**config.mk**
```make
export PLATFORM = sky130hd
export DESIGN_NAME = html_render_top
export DESIGN_NICKNAME = d
export VERILOG_FILES = /design/src/html_char_pkg.sv /design/src/html_render_pkg.sv /design/src/html_attr_decoder.sv /design/src/html_char_source.sv /design/src/html_parse_ctrl.sv /design/src/html_render_top.sv /design/src/html_tag_lexer.sv
export SDC_FILE = /design/constraint.sdc
export NUM_CORES = 1
export LEC_CHECK = 0
export BUFFER_PORTS_ARGS = -buffer_cell sky130_fd_sc_hd__buf_4
export CORE_UTILIZATION = 45
export DETAILED_ROUTE_END_ITERATION = 7
export GPL_ROUTABILITY_DRIVEN = 0
export PLACE_DENSITY = 0.62
export SLEW_MARGIN = 0
export SYNTH_ARGS = -nofsm -noshare
export SYNTH_HDL_FRONTEND = slang
export SYNTH_SLANG_ARGS = --single-unit
```
**constraint.sdc**
```tcl
create_clock -name clock -period 5.03 [get_ports clock]
set_input_delay 0.7545 -clock clock [delete_from_list [all_inputs] [get_ports clock]]
set_output_delay 0.7545 -clock clock [all_outputs]
set_load 0.1 [all_outputs]
```
**src/html_char_pkg.sv**
```systemverilog
package html_char_pkg;

	typedef logic [7:0] char_t;

	localparam int page_len = 109; // Bytes of the built-in page.
	localparam int page_addr_w = $clog2(page_len);

	typedef logic [page_addr_w-1:0] page_addr_t;

	typedef enum logic [1:0] {
		TAG_BODY,
		TAG_P,
		TAG_OTHER
	} tag_id_t;

	typedef enum logic [1:0] {
		TOK_TEXT,
		TOK_ATTR, // Tag byte after the name.
		TOK_TAG_END
	} tok_kind_t;

	typedef struct packed {
		tok_kind_t kind;
		char_t ch;
		tag_id_t tag;
		logic closing;
	} lex_tok_t;

endpackage

```
**src/html_render_pkg.sv**
```systemverilog
package html_render_pkg;

	typedef logic [2:0] color_t;
	typedef logic [1:0] size_t;

	typedef enum logic [2:0] {
		OP_BACKGROUND,
		OP_PARA_BEGIN,
		OP_CHAR,
		OP_PARA_END,
		OP_DONE
	} render_op_t;

	typedef struct packed {
		color_t color;
		size_t size;
		color_t background;
	} attr_set_t;

	// One render command, 16 bits.
	typedef struct packed {
		render_op_t op;
		color_t color;
		size_t size;
		html_char_pkg::char_t ch;
	} render_cmd_t;

	localparam color_t default_color = 3'd0;
	localparam size_t default_size = 2'd1;

endpackage

```
**src/html_attr_decoder.sv**
```systemverilog
`timescale 1ns/1ps

module html_attr_decoder (
	input logic clock,
	input logic rst,
	input logic tok_valid,
	input logic tok_ready,
	input html_char_pkg::lex_tok_t tok,
	output html_render_pkg::attr_set_t attrs
);
	import html_char_pkg::*;
	import html_render_pkg::*;

	typedef enum logic [2:0] {
		NAME_NONE,
		NAME_COLOR,
		NAME_SIZE,
		NAME_BG,
		NAME_OTHER
	} name_t;

	name_t name;
	logic after_eq;
	logic tok_take;
	logic is_digit;

	function automatic name_t name_of(input char_t c);
		case (c)
			"c": return NAME_COLOR;
			"s": return NAME_SIZE;
			"b": return NAME_BG;
			default: return NAME_OTHER;
		endcase
	endfunction

	assign tok_take = tok_valid && tok_ready;
	assign is_digit = (tok.ch >= "0") && (tok.ch <= "9");

	always_ff @(posedge clock) begin
		if (rst || (tok_take && tok.kind == TOK_TAG_END)) begin
			name <= NAME_NONE; // Ctrl has sampled attrs on this edge.
			after_eq <= 1'b0;
			attrs.color <= default_color;
			attrs.size <= default_size;
			attrs.background <= default_color;
		end else if (tok_take && tok.kind == TOK_ATTR) begin
			if (tok.ch == " ") begin
				name <= NAME_NONE;
				after_eq <= 1'b0;
			end else if (tok.ch == "=") begin
				after_eq <= 1'b1;
			end else if (after_eq) begin
				after_eq <= 1'b0; // Single digit values only.
				if (is_digit) begin
					// ASCII digits carry their value in the low bits.
					case (name)
						NAME_COLOR: attrs.color <= tok.ch[2:0];
						NAME_SIZE: attrs.size <= tok.ch[1:0];
						NAME_BG: attrs.background <= tok.ch[2:0];
						default: ;
					endcase
				end
			end else if (name == NAME_NONE) begin
				name <= name_of(tok.ch);
			end
		end
	end

endmodule

```
**src/html_char_source.sv**
```systemverilog
`timescale 1ns/1ps

module html_char_source (
	input logic clock,
	input logic rst,
	input logic start,
	input logic char_ready,
	output logic char_valid,
	output html_char_pkg::char_t char
);
	import html_char_pkg::*;

	page_addr_t addr;

	// Fixed page text with the first byte in the top bits.
	function automatic char_t page_char(input page_addr_t a);
		logic [8*page_len-1:0] text;
		text = {
			"<body background=7>",
			"<p color=0 size=2 >",
			"THANKS</p>",
			"<p color=2>",
			"BEST TA</p>",
			"<p color=3 size=1 >",
			"SR and JC</p>",
			"</body>"
		};
		return text[8*(page_len-1-int'(a)) +: 8];
	endfunction

	assign char = page_char(addr);

	always_ff @(posedge clock) begin
		if (rst) begin
			char_valid <= 1'b0;
			addr <= '0;
		end else if (!char_valid) begin
			if (start) begin
				char_valid <= 1'b1; // First byte offered next cycle.
				addr <= '0;
			end
		end else if (char_ready) begin
			if (addr == page_addr_t'(page_len - 1)) begin
				char_valid <= 1'b0; // Idle after the last byte.
			end else begin
				addr <= addr + 1'b1;
			end
		end
	end

endmodule

```
**src/html_parse_ctrl.sv**
```systemverilog
`timescale 1ns/1ps

module html_parse_ctrl (
	input logic clock,
	input logic rst,
	input logic start,
	output logic busy,
	input logic tok_valid,
	input html_char_pkg::lex_tok_t tok,
	output logic tok_ready,
	input html_render_pkg::attr_set_t attrs,
	output logic cmd_valid,
	output html_render_pkg::render_cmd_t cmd,
	input logic cmd_ready
);
	import html_char_pkg::*;
	import html_render_pkg::*;

	typedef enum logic [1:0] {
		S_IDLE,
		S_OUTSIDE,
		S_IN_PARA,
		S_FINISH
	} state_t;

	state_t state;
	state_t state_next;
	logic running;
	logic tok_take;
	logic cmd_take;
	logic emit;
	render_cmd_t cmd_next;
	color_t para_color;
	size_t para_size;

	assign running = (state == S_OUTSIDE) || (state == S_IN_PARA);
	assign busy = (state != S_IDLE);
	assign cmd_take = cmd_valid && cmd_ready;
	assign tok_ready = running && (!cmd_valid || cmd_ready); // Stall on a held command.
	assign tok_take = tok_valid && tok_ready;

	always_comb begin
		state_next = state;
		emit = 1'b0;
		cmd_next.op = OP_CHAR;
		cmd_next.color = para_color;
		cmd_next.size = para_size;
		cmd_next.ch = tok.ch;
		case (state)
			S_IDLE: begin
				if (start)
					state_next = S_OUTSIDE;
			end
			S_FINISH: begin
				if (cmd_take)
					state_next = S_IDLE; // Done has left.
			end
			default: begin
				if (tok_take && tok.kind == TOK_TEXT) begin
					emit = (state == S_IN_PARA); // Stray text is dropped.
				end else if (tok_take && tok.kind == TOK_TAG_END) begin
					cmd_next.ch = '0;
					case (tok.tag)
						TAG_BODY: begin
							emit = 1'b1;
							cmd_next.size = default_size;
							if (tok.closing) begin
								cmd_next.op = OP_DONE;
								cmd_next.color = default_color;
								state_next = S_FINISH;
							end else begin
								cmd_next.op = OP_BACKGROUND;
								cmd_next.color = attrs.background;
								state_next = S_OUTSIDE;
							end
						end
						TAG_P: begin
							if (tok.closing) begin
								emit = (state == S_IN_PARA);
								cmd_next.op = OP_PARA_END;
								state_next = S_OUTSIDE;
							end else begin
								emit = 1'b1;
								cmd_next.op = OP_PARA_BEGIN;
								cmd_next.color = attrs.color;
								cmd_next.size = attrs.size;
								state_next = S_IN_PARA;
							end
						end
						default: ;
					endcase
				end
			end
		endcase
	end

	always_ff @(posedge clock) begin
		if (rst) begin
			state <= S_IDLE;
			cmd_valid <= 1'b0;
		end else begin
			state <= state_next;
			if (cmd_take)
				cmd_valid <= 1'b0;
			if (emit)
				cmd_valid <= 1'b1;
		end
	end

	always_ff @(posedge clock) begin
		if (emit)
			cmd <= cmd_next;
		if (emit && cmd_next.op == OP_PARA_BEGIN) begin
			para_color <= cmd_next.color; // Characters inherit these.
			para_size <= cmd_next.size;
		end
	end

endmodule

```
**src/html_render_top.sv**
```systemverilog
`timescale 1ns/1ps

module html_render_top (
	input logic clock,
	input logic rst,
	input logic start,
	output logic busy,
	output logic cmd_valid,
	output html_render_pkg::render_cmd_t cmd,
	input logic cmd_ready
);
	import html_char_pkg::*;
	import html_render_pkg::*;

	logic char_valid;
	logic char_ready;
	char_t char;
	logic tok_valid;
	logic tok_ready;
	lex_tok_t tok;
	attr_set_t attrs;

	html_char_source u_source (
		.clock(clock),
		.rst(rst),
		.start(start && !busy), // Replays only from idle.
		.char_ready(char_ready),
		.char_valid(char_valid),
		.char(char)
	);

	html_tag_lexer u_lexer (
		.clock(clock),
		.rst(rst),
		.char_valid(char_valid),
		.char(char),
		.char_ready(char_ready),
		.tok_valid(tok_valid),
		.tok(tok),
		.tok_ready(tok_ready)
	);

	html_attr_decoder u_attr (
		.clock(clock),
		.rst(rst),
		.tok_valid(tok_valid),
		.tok_ready(tok_ready),
		.tok(tok),
		.attrs(attrs)
	);

	html_parse_ctrl u_ctrl (
		.clock(clock),
		.rst(rst),
		.start(start),
		.busy(busy),
		.tok_valid(tok_valid),
		.tok(tok),
		.tok_ready(tok_ready),
		.attrs(attrs),
		.cmd_valid(cmd_valid),
		.cmd(cmd),
		.cmd_ready(cmd_ready)
	);

endmodule

```
**src/html_tag_lexer.sv**
```systemverilog
`timescale 1ns/1ps

module html_tag_lexer (
	input logic clock,
	input logic rst,
	input logic char_valid,
	input html_char_pkg::char_t char,
	output logic char_ready,
	output logic tok_valid,
	output html_char_pkg::lex_tok_t tok,
	input logic tok_ready
);
	import html_char_pkg::*;

	typedef enum logic [1:0] {
		S_TEXT,
		S_TAG_OPEN,
		S_TAG_NAME,
		S_TAG_BODY
	} state_t;

	state_t state;
	logic closing_r;
	logic body_hit;
	logic p_hit;
	logic [2:0] name_len;
	logic char_take;
	logic name_char;
	logic emit;
	tag_id_t tag_now;
	lex_tok_t tok_next;

	function automatic char_t body_char(input logic [2:0] idx);
		case (idx)
			3'd0: return "b";
			3'd1: return "o";
			3'd2: return "d";
			3'd3: return "y";
			default: return 8'h00;
		endcase
	endfunction

	assign char_ready = !tok_valid || tok_ready;
	assign char_take = char_valid && char_ready;
	assign name_char = (state == S_TAG_OPEN || state == S_TAG_NAME) &&
		char != ">" && char != " " && !(state == S_TAG_OPEN && char == "/");

	always_comb begin
		if (p_hit && name_len == 3'd1)
			tag_now = TAG_P;
		else if (body_hit && name_len == 3'd4)
			tag_now = TAG_BODY;
		else
			tag_now = TAG_OTHER;
	end

	always_comb begin
		emit = 1'b0;
		tok_next.kind = TOK_TEXT;
		tok_next.ch = char;
		tok_next.tag = tag_now;
		tok_next.closing = closing_r;
		case (state)
			S_TEXT: begin
				emit = (char != "<");
			end
			S_TAG_OPEN, S_TAG_NAME: begin
				if (char == ">") begin
					emit = 1'b1;
					tok_next.kind = TOK_TAG_END;
				end else if (char == " " && state == S_TAG_NAME) begin
					emit = 1'b1; // Separator goes to the decoder.
					tok_next.kind = TOK_ATTR;
				end
			end
			default: begin
				emit = 1'b1;
				tok_next.kind = (char == ">") ? TOK_TAG_END : TOK_ATTR;
			end
		endcase
	end

	always_ff @(posedge clock) begin
		if (rst) begin
			state <= S_TEXT;
			tok_valid <= 1'b0;
		end else begin
			if (tok_valid && tok_ready)
				tok_valid <= 1'b0;
			if (char_take) begin
				if (emit)
					tok_valid <= 1'b1;
				case (state)
					S_TEXT: begin
						if (char == "<")
							state <= S_TAG_OPEN;
					end
					S_TAG_OPEN, S_TAG_NAME: begin
						if (char == ">")
							state <= S_TEXT;
						else if (char == " " && state == S_TAG_NAME)
							state <= S_TAG_BODY;
						else if (name_char)
							state <= S_TAG_NAME;
					end
					default: begin
						if (char == ">")
							state <= S_TEXT;
					end
				endcase
			end
		end
	end

	// Token payload and the running name match.
	always_ff @(posedge clock) begin
		if (char_take) begin
			if (emit)
				tok <= tok_next;
			if (state == S_TEXT && char == "<") begin
				closing_r <= 1'b0;
				body_hit <= 1'b1;
				p_hit <= 1'b1;
				name_len <= 3'd0;
			end else if (name_char) begin
				body_hit <= body_hit && (char == body_char(name_len));
				p_hit <= p_hit && name_len == 3'd0 && char == "p";
				if (name_len != 3'd7)
					name_len <= name_len + 3'd1; // Saturates on long names.
			end else if (state == S_TAG_OPEN && char == "/") begin
				closing_r <= 1'b1;
			end
		end
	end

endmodule

```
=== Word level (Yosys, flattened, before mapping) ===
Index checks and enable logic that the tools add are counted.
W data, S select, Z words.

* $add $sub $neg: 3
* Order comparisons: 2
* Eq/ne operators: 42
* Shifts and indexed selects: 1
* Multiplexer cells: 64
* Bitwise gates (word level): 2
* Reduce and logical (&&, ||, !) cells: 59

{| class="wikitable"
|+ Operator list
! operator !! count
|-
| $shiftx A872 B32 Y8 const A || 1
|-
| $eq A8 B6 Y1 const B || 6
|-
| $mux W16 || 3
|-
| $eq A8 B7 Y1 const B || 4
|-
| $mux W2 || 15
|-
| $mux W7 || 4
|-
| $pmux W7 S4 || 1
|-
| $mux W8 || 3
|-
| $ne A8 B6 Y1 const B || 3
|-
| $mux W1 || 22
|-
| $logic_and A1 B1 Y1 || 21
|-
| $mux W3 || 6
|-
| $reduce_and A6 Y1 || 3
|-
| $pmux W2 S2 || 4
|-
| $pmux W8 S2 || 1
|-
| $reduce_bool A2 Y1 || 7
|-
| $eq A3 B2 Y1 const B || 4
|-
| $eq A3 B1 Y1 const B || 3
|-
| $pmux W3 S3 || 1
|-
| $reduce_and A3 Y1 || 3
|-
| $eq A2 B1 Y1 const B || 4
|-
| $eq A2 B2 Y1 const B || 4
|-
| $eq A8 B8 Y1 || 1
|-
| $ge A8 B6 Y1 const B || 1
|-
| 24 further kinds || 48
|}

* Bits in registers: 66
* Input bits: 4
* Output and inout port bits: 18
* Word-level logic and storage cells: 198

=== Depth between registers and ports, before layout ===
* Depth after elaboration: 12
* Gate-level depth with buffers: 21
* Gate-level depth less buffers: 13

=== Hierarchy ===
Synthesis repeated with hierarchy kept, for this count alone.

* Cells, all modules: 701
* Area, all modules: 5778.0 um^2

{| class="wikitable"
|+ By module, submodules not included
! module !! instances !! cells an instance !! area each (um^2) !! sequential area each (um^2)
|-
| html_char_source || 1 || 435 || 2761.4 || 160.2
|-
| html_tag_lexer || 1 || 111 || 1258.7 || 630.6
|-
| html_parse_ctrl || 1 || 88 || 1112.3 || 690.7
|-
| html_attr_decoder || 1 || 66 || 631.9 || 240.2
|-
| html_render_top || 1 || 1 || 13.8 || 0.0
|}

=== Worst setup path before layout ===
OpenSTA, ideal clock, no wires.

* Kind: register to register
* Start point: reg u_source.addr[0]
* End point: reg, netlist name u_lexer.tok[0]
* Library setup time: 0.380 ns
* Arrival: 4.328 ns
* Data required time: 4.650 ns
* Path slack: 0.322 ns
* Cell stages (with the launch flop): 21
* Path buffers: 8
* Period minus slack after synthesis: 4.708 ns
* Cells stage by stage: dfxtp_1 -> buf_2 -> buf_2 -> inv_2 -> buf_2 -> buf_2 -> ha_1 -> buf_2 -> buf_2 -> inv_1 -> clkbuf_1 -> o21ai_0 -> a221o_1 -> a211o_1 -> a32o_1 -> buf_2 -> nor4_1 -> and3_1 -> o21a_1 -> nor3_1 -> nor2_1

* Longest elaborated chain between the ends: 8
* Elaborated cells on any way between the ends: 10
* Those cells by class: 1 x add/sub; 3 x eq/ne; 1 x shift; 3 x mux; 2 x reduce/logical

{| class="wikitable"
|+ Ends and longest elaborated chain
! what !! line !! RTL
|-
| start: declaration || html_char_source.sv:13 || <nowiki>page_addr_t addr;</nowiki>
|-
| start signal: assignment || html_char_source.sv:46 || <nowiki>addr <= addr + 1'b1;</nowiki>
|-
| $sub A7 B7 Y8 (*) || html_char_source.sv:28 || <nowiki>return text[8*(page_len-1-int'(a)) +: 8];</nowiki>
|-
| $shiftx A872 B32 Y8 (*) || html_char_source.sv:28 ||
|-
| named net char[2] || html_render_top.sv:17 || <nowiki>char_t char;</nowiki>
|-
| $eq A8 B6 Y1 || html_tag_lexer.sv:71 || <nowiki>end else if (char == " " && state == S_TAG_NAME) begin</nowiki>
|-
| $logic_and A1 B1 Y1 || html_tag_lexer.sv:71 ||
|-
| $mux W1 || html_tag_lexer.sv:71 ||
|-
| $mux W1 || html_tag_lexer.sv:68 || <nowiki>if (char == ">") begin</nowiki>
|-
| $pmux W1 S2 (*) || html_tag_lexer.sv:63 || <nowiki>case (state)</nowiki>
|-
| $reduce_and A2 Y1 (no source line) (*) || n/a ||
|}

The timed path passes the listed nets; every way through them passes the cells marked *.
A chain may end at the register's enable or synchronous reset.

=== Final worst setup path ===
* Start point: reg u_source.addr[4]
* End point: reg u_lexer.name_len[1], enable pin

* Longest elaborated chain between the ends: 8
* Elaborated cells on any way between the ends: 15
* Those cells by class: 1 x add/sub; 4 x eq/ne; 1 x shift; 9 x reduce/logical

{| class="wikitable"
|+ Ends and longest elaborated chain
! what !! line !! RTL
|-
| $sub A7 B7 Y8 (*) || html_char_source.sv:28 ||
|-
| $shiftx A872 B32 Y8 (*) || html_char_source.sv:28 ||
|-
| $ne A8 B6 Y1 / $eq A8 B6 Y1 (equally long branches) || html_tag_lexer.sv:46 || <nowiki>char != ">" && char != " " && !(state == S_TAG_OPEN && char == "/");</nowiki>
|-
| $logic_and A1 B1 Y1, on equally long branches || html_tag_lexer.sv:45, html_tag_lexer.sv:46 ||
|-
| $logic_and A1 B1 Y1 / $logic_not A1 Y1 (equally long branches) || html_tag_lexer.sv:46 ||
|-
| $logic_and A1 B1 Y1 || html_tag_lexer.sv:46 ||
|-
| $reduce_bool A2 Y1 (no source line) || n/a ||
|-
| $reduce_and A3 Y1 (no source line) (*) || n/a ||
|-
| end signal: assignment || html_tag_lexer.sv:129 || <nowiki>name_len <= name_len + 3'd1;</nowiki>
|-
| end: declaration || html_tag_lexer.sv:26 || <nowiki>logic [2:0] name_len;</nowiki>
|}

Every way passes the cells marked *; elsewhere a longest branch is shown, timed or not.

==> results.cfg <==
[synthesis]
synth_top_area_share_pct = 18.8
yosysUniqueCellTypes = 85
synth_area_sq_um = 6210
yosys.area.top_type = edfxtp_1
synth_nets = 817
synth.most_common_cell = nor2_1
synth_commonest_cells = 84 x nor2_1, 63 x a21oi_1, 63 x nand2_1
yosysSeqAreaShare_pct = 27.2
ys_top_cells_by_area = edfxtp_1 19%, dfxtp_1 8.4%, a21oi_1 5.1%, nor2_1 5.1%, o21ai_0 5.0%
netlist_instances = 797
synth_ff_type = edfxtp_1
postSynthAreaPerCell_sq_um = 7.80
synth_edf_count = 39
synth_seq_cells = 65
ys_warn_count = 0
async_flop_share_pct = 0

[critical_path]
crit_path_start_kind = flop
critPathMaxStageDelay_ps = 870
path_cells = buf_4 > nor2_1 > and3_1 > a311oi_1 > o32ai_1 > or4_1 > nor2_1 > nand4_1 > a21oi_1 > a21boi_0
critPathKind = reg -> reg
critical_path_required_ps = 5000
ff2ff_setup_slack_ps = 200
crit_fanout = 22
end_kind = flop
cp.arrival_ps = 4800
cp_common_cell = nor2_1
cp_slowest_cell = a311oi_1

[global_routing]
track_usage_pct = 28.6
grt_max_degree = 67
antenna_found_initial = 0
gr-total-overflow = 0
grt_pass1_wl_um = 32500
grt_pass1_vias = 6140

[power_and_ir_drop]
power_density_nw_per_um2 = 403
ir_worst_vdd_mv = 0.179
p_leak_uw = 0.00248
finalPower_uw = 2760

[min_path]
hold_path_class = reg -> reg

[floorplan]
placementRows = 42
num_io_pins = 22
fp.dieW_um = 120
start_util_pct = 46.6
die-height_um = 120
die_area_sq_um = 14300
core_area_sq_um = 13300

[clock_network]
cts_root_buffer = clkbuf_16
h-tree-depth = 3
cts_tree = yes
clk_transition_reported_paths_ps = 60
clk_latency_ps = 330
clock-sinks = 65
cts-hold-fix-buffers = 0
cts_setup_buffers = 0
max-clock-path-buffers = 2
numCtsBuffers = 9

[route]
dr.first_iter.drc_count = 1149
wire_per_inst_um = 21.1
wl_um = 20500
drtAntennaViolNets = 0
avgViaCountPerCell = 6.93
dr.pass1.iters = 7
vias = 6744
drc = 0

[placement]
place_inst = 957
portBuffers = 21
placed_area_sq_um = 6510
dpl.hpwl_um = 14500

[cells_and_area]
multi_input_area_sq_um = 4070
antenna_cells = 0
final_cells = 973
drive_gt1_share_pct = 12.8
final_area_sq_um = 6850
area.growth.synth_to_final_pct = 10.2
num-fill-cells = 1294
final_nets = 812
register_area_sq_um = 1700

[sta]
max_slew_margin_pct = 26.0
maxClockFrequency_mhz = 207
hold_violations = 0
fin_skew_ps = 5.30
drv_slew = 0
rsz0062_at_grt = no
layout_min_cycle_time_ps = 4830
setup-violations-final = 0
fin_tns_setup_ps = 0
worst_pin_slew_ps = 1100
period_share_pct = 96.1
whs_ps = 420

[flow_run]
cap_violations = 0

[status]
status = finished, final reports clean
[critical path: cells and delay by family, from the launching register on]
kind	cells	cell delay [ps]
AO/OA/AOI/OAI	4	1950
AND/OR/NAND/NOR	5	1500
flip-flops	1	650
buffers and inverters	1	370
[cells by family (layout without fill, tap and decap cells)]
group	count (synthesis)	count (layout)	share of synthesized area, %
compound gates	297	297	33.0
fa+ha+maj	17	17	3.38
simple gates	281	281	22.6
flops	65	65	27.2
other cells	1	1	0.0604
mux	17	17	2.78
buf+inv	95	95	7.45
xor+xnor	24	24	3.50
[cells in the final DEF, fill, tap and decap left out, types with 6 or more instances in the layout]
cell,count
nand2b_1,16
o32ai_1,8
o22ai_1,12
xor2_1,6
a32o_1,6
buf_4,51
xnor2_1,17
o31ai_1,12
edfxtp_1,39
mux2i_1,15
a211oi_1,14
a21oi_1,62
o211ai_1,9
nand2_1,63
nor2b_1,15
o2bb2ai_1,6
a2bb2oi_1,6
and3_1,6
nor2_1,83
nand4_1,8
and2_1,13
clkbuf_16,9
o221ai_1,8
ha_1,15
nand3_1,17
inv_1,19
a31oi_1,14
o21ai_0,62
nor3_1,20
or3_1,7
a221oi_1,8
a311oi_1,6
dfxtp_1,23
[registers in the layout (all words and copies together) (netlist names)]
name,cells
u_lexer.closing_r,1
u_lexer.state,2
u_ctrl.cmd_valid,1
u_ctrl.para_size,2
u_attr.name,3
u_lexer.name_len,3
u_ctrl.cmd,16
u_source.addr,7
u_ctrl.para_color,3
u_attr.after_eq,1
u_lexer.tok,12
u_attr.attrs,8
u_ctrl.state,2
u_lexer.body_hit,1
u_source.char_valid,1
u_lexer.p_hit,1
u_lexer.tok_valid,1
[power breakdown]
group          internal, uW  switching (uW)  total, uW
sequential              670            64.8        735
combinational           466             876       1340
clock                   439             241        680
[per-stage QoR]
step                util (%)  setup slack [ps]
floorplan                  -               322
global placement        48.8               397
detailed placement      48.8               349
CTS                     51.2               268
global route            51.3              32.5
finish                  51.3               195
[final timing paths]
path                                        start                   to  cells past startpoint
worst min register to register  u_lexer.closing_r       u_lexer.tok[0]                      0
worst max-delay path             u_source.addr[4]  u_lexer.name_len[1]                     10
worst max register to register   u_source.addr[4]  u_lexer.name_len[1]                     10
worst min-delay path            u_lexer.closing_r       u_lexer.tok[0]                      0
[per-layer routing]
metal  part of all wire (%)  track usage (%)  up-vias
met3                     13             8.32      126
met5                      0                0        -
met1                     41             39.3     3094
li1                       -                -     2996
met2                     41             40.3      528
met4                    4.9             15.0        0
[repair_timing]
action	in CTS	in global routing
endpoints found under the hold margin	0	0
resized for setup	0	2
setup endpoints to repair	0	15
[area by class of cell]
cell class | count | area share [%]
multi-input combinational | 637 | 59.4
sequential | 65 | 24.8
timing repair buffer | 54 | 6.47
clock buffer | 9 | 3.29
tap | 176 | 3.22
clock inverter | 7 | 1.46
inverter | 25 | 1.37
(Power assumes the default switching activity.)
